[config.mk]
export PLATFORM = sky130hd
export DESIGN_NAME = mbus_subsys_top
export DESIGN_NICKNAME = d
export VERILOG_FILES = /design/src/design/mbus_pkg.sv /design/src/design/mbus_subsys_top.sv /design/src/design/mbus_reg_dev.sv /design/src/design/mbus_ram_dev.sv /design/src/design/mbus_router.sv
export SDC_FILE = /design/constraint.sdc
export NUM_CORES = 2
export LEC_CHECK = 0
export BUFFER_PORTS_ARGS = -buffer_cell sky130_fd_sc_hd__buf_2
export CORE_MARGIN = 5
export CORE_UTILIZATION = 50
export CTS_BUF_LIST = sky130_fd_sc_hd__clkbuf_16
export CTS_CLUSTER_DIAMETER = 50
export DETAILED_ROUTE_END_ITERATION = 10
export GPL_ROUTABILITY_DRIVEN = 0
export PLACE_DENSITY = 0.78
export SLEW_MARGIN = 10
export SYNTH_ARGS = -nofsm -noshare
export SYNTH_HDL_FRONTEND = slang
export SYNTH_SLANG_ARGS = --single-unit
[constraint.sdc]
create_clock -name clk -period 10.2 [get_ports clk]
set_input_delay 2.55 -clock clk [delete_from_list [all_inputs] [get_ports clk]]
set_output_delay 2.55 -clock clk [all_outputs]
set_load 0.03 [all_outputs]
[src/design/mbus_pkg.sv]
// ~~~~~~~~~~~~~~~~~~~~~~~~~~~~~~~~~~~~~~~~~~~~~~~~~~~~~~~~~~
// Memory-bus package
// Bus vector types, command and response payloads, region
// field position and the fixed words of the subsystem
// ~~~~~~~~~~~~~~~~~~~~~~~~~~~~~~~~~~~~~~~~~~~~~~~~~~~~~~~~~~
`default_nettype none

package mbus_pkg;

   // Byte address and data word
   typedef logic [31:0] addr_t;
   typedef logic [31:0] data_t;

   // One bit per byte lane, all zero is a read
   typedef logic [3:0] wmsk_t;

   // Region number from the top address bits
   typedef logic [3:0] region_t;

   // Region field sits at bits 31:28
   localparam int REGION_LSB = 28;

   // Answer for commands that hit no device
   localparam data_t ERR_DATA = 32'hDEAD_0BAD;

   // Identifier of the register device
   localparam data_t REG_ID = 32'h4D42_0001;

   // Command payload, shared by master and all buses
   typedef struct packed {
      addr_t addr;
      wmsk_t we_msk;
      data_t wdata;
   } mbus_cmd_t;

   // Response payload
   typedef struct packed {
      data_t rdata;
   } mbus_rsp_t;

   // Register device FSM
   typedef enum logic [1:0] {
      IDLE,
      WAIT,
      RESP
   } reg_dev_state_t;

endpackage

`default_nettype wire
[src/design/mbus_subsys_top.sv]
// ~~~~~~~~~~~~~~~~~~~~~~~~~~~~~~~~~~~~~~~~~~~~~~~~~~~~~~~~~~
// Memory-bus subsystem top
// Router with RAM on bus 0 and register device on bus 1
// ~~~~~~~~~~~~~~~~~~~~~~~~~~~~~~~~~~~~~~~~~~~~~~~~~~~~~~~~~~
`default_nettype none

module mbus_subsys_top #(
   parameter int NBUS   = 2,
   parameter int RAM_AW = 6
) (
   input  wire logic                clk,
   input  wire logic                rst_n,
   // Master command
   input  wire logic                cmd_valid,
   output wire logic                cmd_ready,
   input  wire mbus_pkg::mbus_cmd_t cmd,
   // Master response
   output wire logic                rsp_valid,
   input  wire logic                rsp_ready,
   output mbus_pkg::mbus_rsp_t      rsp
);

   // Per-bus channels between router and devices
   logic [NBUS-1:0]                 bus_cmd_valid;
   logic [NBUS-1:0]                 bus_cmd_ready;
   mbus_pkg::mbus_cmd_t             bus_cmd;
   logic [NBUS-1:0]                 bus_rsp_valid;
   logic [NBUS-1:0]                 bus_rsp_ready;
   mbus_pkg::mbus_rsp_t [NBUS-1:0]  bus_rsp;

   mbus_router #(
      .NBUS (NBUS)
   ) router_i (
      .clk           (clk),
      .rst_n         (rst_n),
      .cmd_valid     (cmd_valid),
      .cmd_ready     (cmd_ready),
      .cmd           (cmd),
      .rsp_valid     (rsp_valid),
      .rsp_ready     (rsp_ready),
      .rsp           (rsp),
      .bus_cmd_valid (bus_cmd_valid),
      .bus_cmd_ready (bus_cmd_ready),
      .bus_cmd       (bus_cmd),
      .bus_rsp_valid (bus_rsp_valid),
      .bus_rsp_ready (bus_rsp_ready),
      .bus_rsp       (bus_rsp)
   );

   // Region 0
   mbus_ram_dev #(
      .RAM_AW (RAM_AW)
   ) ram_i (
      .clk       (clk),
      .rst_n     (rst_n),
      .cmd_valid (bus_cmd_valid[0]),
      .cmd_ready (bus_cmd_ready[0]),
      .cmd       (bus_cmd),
      .rsp_valid (bus_rsp_valid[0]),
      .rsp_ready (bus_rsp_ready[0]),
      .rsp       (bus_rsp[0])
   );

   // Region 1
   mbus_reg_dev reg_i (
      .clk       (clk),
      .rst_n     (rst_n),
      .cmd_valid (bus_cmd_valid[1]),
      .cmd_ready (bus_cmd_ready[1]),
      .cmd       (bus_cmd),
      .rsp_valid (bus_rsp_valid[1]),
      .rsp_ready (bus_rsp_ready[1]),
      .rsp       (bus_rsp[1])
   );

endmodule

`default_nettype wire

[src/design/mbus_reg_dev.sv]
// ~~~~~~~~~~~~~~~~~~~~~~~~~~~~~~~~~~~~~~~~~~~~~~~~~~~~~~~~~~
// Register device
// Scratch register, access counter and identifier word,
// answered after a fixed two-cycle wait
// ~~~~~~~~~~~~~~~~~~~~~~~~~~~~~~~~~~~~~~~~~~~~~~~~~~~~~~~~~~
`default_nettype none

module mbus_reg_dev (
   input  wire logic                clk,
   input  wire logic                rst_n,
   // Command channel
   input  wire logic                cmd_valid,
   output logic                     cmd_ready,
   input  wire mbus_pkg::mbus_cmd_t cmd,
   // Response channel
   output logic                     rsp_valid,
   input  wire logic                rsp_ready,
   output mbus_pkg::mbus_rsp_t      rsp
);

   localparam int OFF_W = mbus_pkg::REGION_LSB - 2;
   localparam int NBYTE = $bits(mbus_pkg::wmsk_t);

   mbus_pkg::reg_dev_state_t state;
   logic                     wait_last;
   logic                     cmd_fire;
   logic [OFF_W-1:0]         off;
   mbus_pkg::data_t          scratch;
   mbus_pkg::data_t          scratch_new;
   mbus_pkg::data_t          count;
   mbus_pkg::data_t          count_new;
   mbus_pkg::data_t          rsp_data;

   // Word offset within the region
   assign off = cmd.addr[mbus_pkg::REGION_LSB-1:2];

   // One command at a time
   assign cmd_ready = (state == mbus_pkg::IDLE);
   assign cmd_fire  = cmd_valid & cmd_ready;

   // Counter includes the command being taken
   assign count_new = count + 1'b1;

   // Scratch merged with the masked write bytes
   always_comb begin
      scratch_new = scratch;
      for (int b = 0; b < NBYTE; b++) begin
         if (cmd.we_msk[b]) begin
            scratch_new[8*b +: 8] = cmd.wdata[8*b +: 8];
         end
      end
   end

   // Register state
   always_ff @(posedge clk) begin
      if (!rst_n) begin
         scratch <= '0;
         count   <= '0;
      end else if (cmd_fire) begin
         count <= count_new;
         if (off == OFF_W'(0)) begin
            scratch <= scratch_new;
         end
      end
   end

   // Read value captured at accept, value after any write
   always_ff @(posedge clk) begin
      if (cmd_fire) begin
         case (off)
            OFF_W'(0): rsp_data <= scratch_new;
            OFF_W'(1): rsp_data <= count_new;
            OFF_W'(2): rsp_data <= mbus_pkg::REG_ID;
            default:   rsp_data <= '0;
         endcase
      end
   end

   // FSM, IDLE -> two WAIT cycles -> RESP until taken
   always_ff @(posedge clk) begin
      if (!rst_n) begin
         state     <= mbus_pkg::IDLE;
         wait_last <= 1'b0;
      end else begin
         case (state)
            mbus_pkg::IDLE: begin
               if (cmd_fire) begin
                  state     <= mbus_pkg::WAIT;
                  wait_last <= 1'b0;
               end
            end
            mbus_pkg::WAIT: begin
               wait_last <= 1'b1;
               if (wait_last) begin
                  state <= mbus_pkg::RESP;
               end
            end
            mbus_pkg::RESP: begin
               if (rsp_ready) begin
                  state <= mbus_pkg::IDLE;
               end
            end
            default: state <= mbus_pkg::IDLE;
         endcase
      end
   end

   assign rsp_valid = (state == mbus_pkg::RESP);
   assign rsp.rdata = rsp_data;

endmodule

`default_nettype wire

[src/design/mbus_ram_dev.sv]
// ~~~~~~~~~~~~~~~~~~~~~~~~~~~~~~~~~~~~~~~~~~~~~~~~~~~~~~~~~~
// Word RAM device
// Byte-masked writes, one-entry response register
// ~~~~~~~~~~~~~~~~~~~~~~~~~~~~~~~~~~~~~~~~~~~~~~~~~~~~~~~~~~
`default_nettype none

module mbus_ram_dev #(
   parameter int RAM_AW = 6
) (
   input  wire logic                clk,
   input  wire logic                rst_n,
   // Command channel
   input  wire logic                cmd_valid,
   output logic                     cmd_ready,
   input  wire mbus_pkg::mbus_cmd_t cmd,
   // Response channel
   output logic                     rsp_valid,
   input  wire logic                rsp_ready,
   output mbus_pkg::mbus_rsp_t      rsp
);

   localparam int DEPTH = 2 ** RAM_AW;
   localparam int NBYTE = $bits(mbus_pkg::wmsk_t);

   mbus_pkg::data_t   mem [DEPTH];
   logic [RAM_AW-1:0] idx;
   logic              cmd_fire;
   logic              is_write;
   mbus_pkg::data_t   rsp_data;

   // Word index, upper bits inside the region ignored
   assign idx = cmd.addr[RAM_AW+1:2];

   assign is_write = |cmd.we_msk;

   // Free slot, or the held response leaves this cycle
   assign cmd_ready = ~rsp_valid | rsp_ready;
   assign cmd_fire  = cmd_valid & cmd_ready;

   // Storage array
   // Per-byte enables
   always_ff @(posedge clk) begin
      if (cmd_fire) begin
         for (int b = 0; b < NBYTE; b++) begin
            if (cmd.we_msk[b]) begin
               mem[idx][8*b +: 8] <= cmd.wdata[8*b +: 8];
            end
         end
      end
   end

   // Response payload, loaded on accept and held otherwise
   always_ff @(posedge clk) begin
      if (cmd_fire) begin
         // Writes answer zero, reads the old word
         rsp_data <= is_write ? '0 : mem[idx];
      end
   end

   // Response valid flag
   always_ff @(posedge clk) begin
      if (!rst_n) begin
         rsp_valid <= 1'b0;
      end else if (cmd_fire) begin
         rsp_valid <= 1'b1;
      end else if (rsp_ready) begin
         rsp_valid <= 1'b0;
      end
   end

   assign rsp.rdata = rsp_data;

endmodule

`default_nettype wire

[src/design/mbus_router.sv]
// ~~~~~~~~~~~~~~~~~~~~~~~~~~~~~~~~~~~~~~~~~~~~~~~~~~~~~~~~~~
// Memory-bus command/response router
// Decodes the region, lets one bus own the response path,
// merges responses and answers unmapped regions itself
// ~~~~~~~~~~~~~~~~~~~~~~~~~~~~~~~~~~~~~~~~~~~~~~~~~~~~~~~~~~
`default_nettype none

module mbus_router #(
   parameter int NBUS = 2
) (
   input  wire logic                              clk,
   input  wire logic                              rst_n,
   // Master side
   input  wire logic                              cmd_valid,
   output logic                                   cmd_ready,
   input  wire mbus_pkg::mbus_cmd_t               cmd,
   output logic                                   rsp_valid,
   input  wire logic                              rsp_ready,
   output mbus_pkg::mbus_rsp_t                    rsp,
   // Device side
   output logic                [NBUS-1:0]         bus_cmd_valid,
   input  wire logic           [NBUS-1:0]         bus_cmd_ready,
   output mbus_pkg::mbus_cmd_t                    bus_cmd,
   input  wire logic           [NBUS-1:0]         bus_rsp_valid,
   output logic                [NBUS-1:0]         bus_rsp_ready,
   input  wire mbus_pkg::mbus_rsp_t [NBUS-1:0]    bus_rsp
);

   mbus_pkg::region_t region;
   logic [NBUS-1:0]   sel;
   logic              mapped;
   logic [NBUS-1:0]   pending;
   logic [NBUS-1:0]   accept;
   logic [NBUS-1:0]   cmd_fire;
   logic [NBUS-1:0]   rsp_fire;
   logic              err_valid;
   logic              err_ready;
   logic              err_fire;
   logic              idle;

   // Region field of the incoming command
   assign region = cmd.addr[mbus_pkg::REGION_LSB +: $bits(mbus_pkg::region_t)];

   // One-hot bus select, all zero when unmapped
   always_comb begin
      for (int i = 0; i < NBUS; i++) begin
         sel[i] = (region == mbus_pkg::region_t'(i));
      end
   end

   assign mapped = (region < mbus_pkg::region_t'(NBUS));

   // Nothing outstanding anywhere
   assign idle = ~|pending & ~err_valid;

   // Bus may take a command when free or already owning the slot
   // Error response in flight blocks everyone to keep order
   always_comb begin
      for (int i = 0; i < NBUS; i++) begin
         accept[i] = ~err_valid & (~|pending | pending[i]);
      end
   end

   // Command broadcast, valid only to the selected bus
   assign bus_cmd       = cmd;
   assign bus_cmd_valid = {NBUS{cmd_valid}} & sel & accept;
   assign cmd_fire      = bus_cmd_valid & bus_cmd_ready;

   // Error responder takes unmapped commands when all is drained
   assign err_ready = ~mapped & idle;
   assign err_fire  = cmd_valid & err_ready;

   assign cmd_ready = |(sel & accept & bus_cmd_ready) | err_ready;

   // Only the owning bus sees the master's ready
   assign bus_rsp_ready = {NBUS{rsp_ready}} & pending;
   assign rsp_fire      = bus_rsp_valid & bus_rsp_ready;

   assign rsp_valid = |(pending & bus_rsp_valid) | err_valid;

   // Response mux as an OR of pending buses
   // at most one source is live at a time
   always_comb begin
      rsp.rdata = err_valid ? mbus_pkg::ERR_DATA : '0;
      for (int i = 0; i < NBUS; i++) begin
         if (pending[i]) begin
            rsp.rdata = rsp.rdata | bus_rsp[i].rdata;
         end
      end
   end

   // Per-bus pending bits and the error entry
   always_ff @(posedge clk) begin
      if (!rst_n) begin
         pending   <= '0;
         err_valid <= 1'b0;
      end else begin
         // Set on command, clear on response
         pending <= cmd_fire | (pending & ~rsp_fire);
         if (err_fire) begin
            err_valid <= 1'b1;
         end else if (rsp_ready) begin
            err_valid <= 1'b0;
         end
      end
   end

endmodule

`default_nettype wire

==> qor.csv <==
stage,metric,value,unit
drt,drcViolationCount,0,
power,irDropWorstVdd,157,µV
synthesis,yosys-top-cells-area,"edfxtp_1 (74%), mux4_2 (7.6%), mux2i_1 (2.9%)",
timing,tightestPinTransition,1.43,ns
timing,setup_viol,0,
global_routing,grtUsageMet2,36.5,%
synthesis,synth_cells,4618,
timing,final-max-slew-violation-count,0,
floorplanning,die_w,424,µm
timing,rsz0062_at_grt,false,
synthesis,synth_most_common_cell,edfxtp_1,
synthesis,netlist_top_cells_count,"edfxtp_1 (2,112), nor2_1 (350), mux4_2 (289), mux2i_1 (250), nand2_1 (211)",
global_routing,grt_use_total,24.2,%
global_routing,grt_pass1_wl,317000,µm
global_routing,grt_max_degree,141,
timing,min_period_over_period,62.7,%
clock_tree,clk_pin_slew,0.06,ns
drt,drt-total-wl,221000,µm
finish,layout.nets,4799,
synthesis,synthMuxAreaShare,12.4,%
synthesis,synth_top_family_by_area,multiplexers,
synthesis,synth_ff_type,edfxtp_1,
floorplanning,die_y,424,µm
drt,dr.pass1.iters,8,
clock_tree,cts_sinks,2183,
global_routing,grt.overflow.total,0,
power,powerDensity,189,mW/mm²
timing,fin_setup_tns,0,ns
timing,hold_viol,0,
setup_path,crit_fanout,58,
synthesis,synthSimpleGateAreaFrac,4.40,%
setup_path,end_kind,flop,
synthesis,yosysTopAreaCellShare,74.1,%
setup_path,start_kind,primary input,
clock_tree,htree_levels,4,
global_routing,met1_usage,33.1,%
global_routing,gr-max-usage-layer,met2,
timing,max_slew_margin,3.88,%
clock_tree,clockBufferDepth,3,
timing,fmax,156,MHz
synthesis,synth_top_cell_by_area,edfxtp_1,
floorplanning,boundaryPins,106,
drt,first_iter_violations,7669,
placement,portBuffers,103,
synthesis,synth_compound_area_share,5.19,%
drt,ant_nets,0,
synthesis,synth_fp_nets,4691,
drt,viasPerCell,6.57,
synthesis,netlist_area,0.0856,mm²
setup_path,worstPathRequired,10.62,ns
worst_hold_path,min_path_type,flop to flop,
floorplanning,row_count,151,
global_routing,grt_pass1_vias,45500,
floorplanning,design.core.area,0.170,mm²
clock_tree,cts_root_buffer,clkbuf_16,
floorplanning,die_area,0.180,mm²
synthesis,synth_cell_types,71,
synthesis,synth_edf_count,2112,
setup_path,arrival,6.81,ns
synthesis,syn_avg_cell_area,18.5,µm²
clock_tree,cts_tree,built,
drt,via_count,46900,
clock_tree,cts_hold_buf,0,
outcome,status,finished clean,
setup_path,crit_type,primary input to flop,
power,p_total,18.0,mW
clock_tree,clkLatencyLatePin,0.84,ns
synthesis,synthArstFlopShare,0,%
clock_tree,cts_setup_buffers,0,
synthesis,synth.ff_latch_count,2183,
clock_tree,cts.repair.resized,0,
placement,place.detailed.hpwl,134000,µm
floorplanning,initial_utilization,50.4,%
flow_run,maxCapViolCount,0,
synthesis,yosys_warnings,0,
timing,finalCriticalPeriod,6.39,ns
setup_path,slowest_stage,nor4_1,
synthesis,yosysSeqAreaShare,75.7,%
global_routing,antenna_found_initial,18,
drt,wl_per_cell,31.0,µm
timing,fin_skew,0.0379,ns
setup_path,crit_chain,buf_8 > buf_4 > nand3_1 > o22ai_1 > a211oi_1 > nor4_1 > o31ai_1,
global_routing,gr-usage-met3,6.55,%
finish,final_layout_size_suffix_gt1_share,19.6,%
power,power_leakage,30.0,nW
setup_path,slowest_delay,1.06,ns
clock_tree,cts_buffers,206,
synthesis,synthAdderAreaFrac,0.0146,%
finish,area_delta_synth_final,10.8,%
synthesis,synth-xor-area-share,0.491,%
placed cells by master, fill, tap and decap left out, types with 11 or more instances in the layout:
cell / instances
a21oi_1: 43
edfxtp_1: 2112
a22o_1: 35
nor4_1: 28
clkinv_2: 40
nor2b_1: 13
buf_2: 100
inv_1: 45
clkbuf_16: 211
nand2_1: 206
o21ai_0: 23
bufinv_16: 14
o211ai_1: 12
mux4_2: 289
nand3_1: 33
xnor2_1: 11
a211o_1: 12
nor2_1: 350
a2111oi_0: 20
or4_1: 27
buf_4: 90
nor3_1: 17
dfxtp_1: 71
a211oi_1: 34
o221ai_1: 104
o22ai_1: 128
xor2_1: 37
o22a_1: 21
a22oi_1: 98
clkinv_1: 57
mux2i_1: 250
mux2_2: 145
a221o_1: 21
nand4_1: 37
worst max-delay path, delay by kind of cell:
kind	cells	cell delay, ns
AO/OA/AOI/OAI	3	1.09
buffers and inverters	2	1.14
AND/OR/NAND/NOR	2	1.94
per-stage QoR:
step / hold slack (ns) / instance area [µm²] / instances / worst slack (ns) / utilization (%)
final: 0.460 / 94900 / 7133 / 3.81 / 55.9
after global routing: 0.491 / 94900 / 7126 / 3.84 / 55.9
after CTS: 0.459 / 94900 / 7122 / 4.13 / 55.8
after detailed placement: 0.453 / 88300 / 6734 / 3.24 / 52.0
after global placement: 0.444 / 88300 / 6734 / 3.32 / 52.0
after floorplan: 0.435 / 85600 / 4618 / 4.13 / -
power by group:
group	switching (mW)	internal, mW
Sequential	0.00381	9.82
Combinational	0.499	0.227
Clock	3.31	4.11
flip-flops by register name (all words and copies together) (netlist names):
register,count
ram_i.rsp_valid,1
ram_i.rsp,32
reg_i.wait_last,1
reg_i.state,2
ram_i.mem,2048
reg_i.scratch,32
router_i.pending,2
router_i.err_valid,1
reg_i.count,32
reg_i.rsp,32
path summary, 6_finish.rpt:
check / slack (ns) / start / end / depth (start not counted)
max: 3.81 / cmd[39] / ram_i.rsp[28] / 7
min: 0.46 / reg_i.scratch[9] / reg_i.scratch[9] / 2
max reg2reg: 6.15 / router_i.err_valid / ram_i.mem[9][14] / 7
min reg2reg: 0.46 / reg_i.scratch[9] / reg_i.scratch[9] / 2
cell type report:
class	instances	area (µm²)
multi-input combinational	2130	19400
tap	2218	2780
clock buffer	211	5280
antenna	9	22.5
inverter	7	26.3
timing repair buffer	198	1300
sequential	2183	64800
clock inverter	177	1280
fill	12200	74900
kinds of logic after synthesis:
family / count (synthesis)
muxes: 684
and+or+nand+nor: 805
xor gates and xnor gates: 48
buffers and inverters: 305
DFF: 2183
adders and majority gates: 1
AOI/OAI and AO/OA: 592
layer usage:
| layer | vias up | part of all wire [%] |
|---|---|---|
| li1 | 19100 | - |
| met1 | 23900 | 36 |
| met2 | 3290 | 46 |
| met3 | 562 | 13 |
| met4 | 10 | 5.3 |
| met5 | - | 0.033 |
Power figures use the tool's default switching activity.
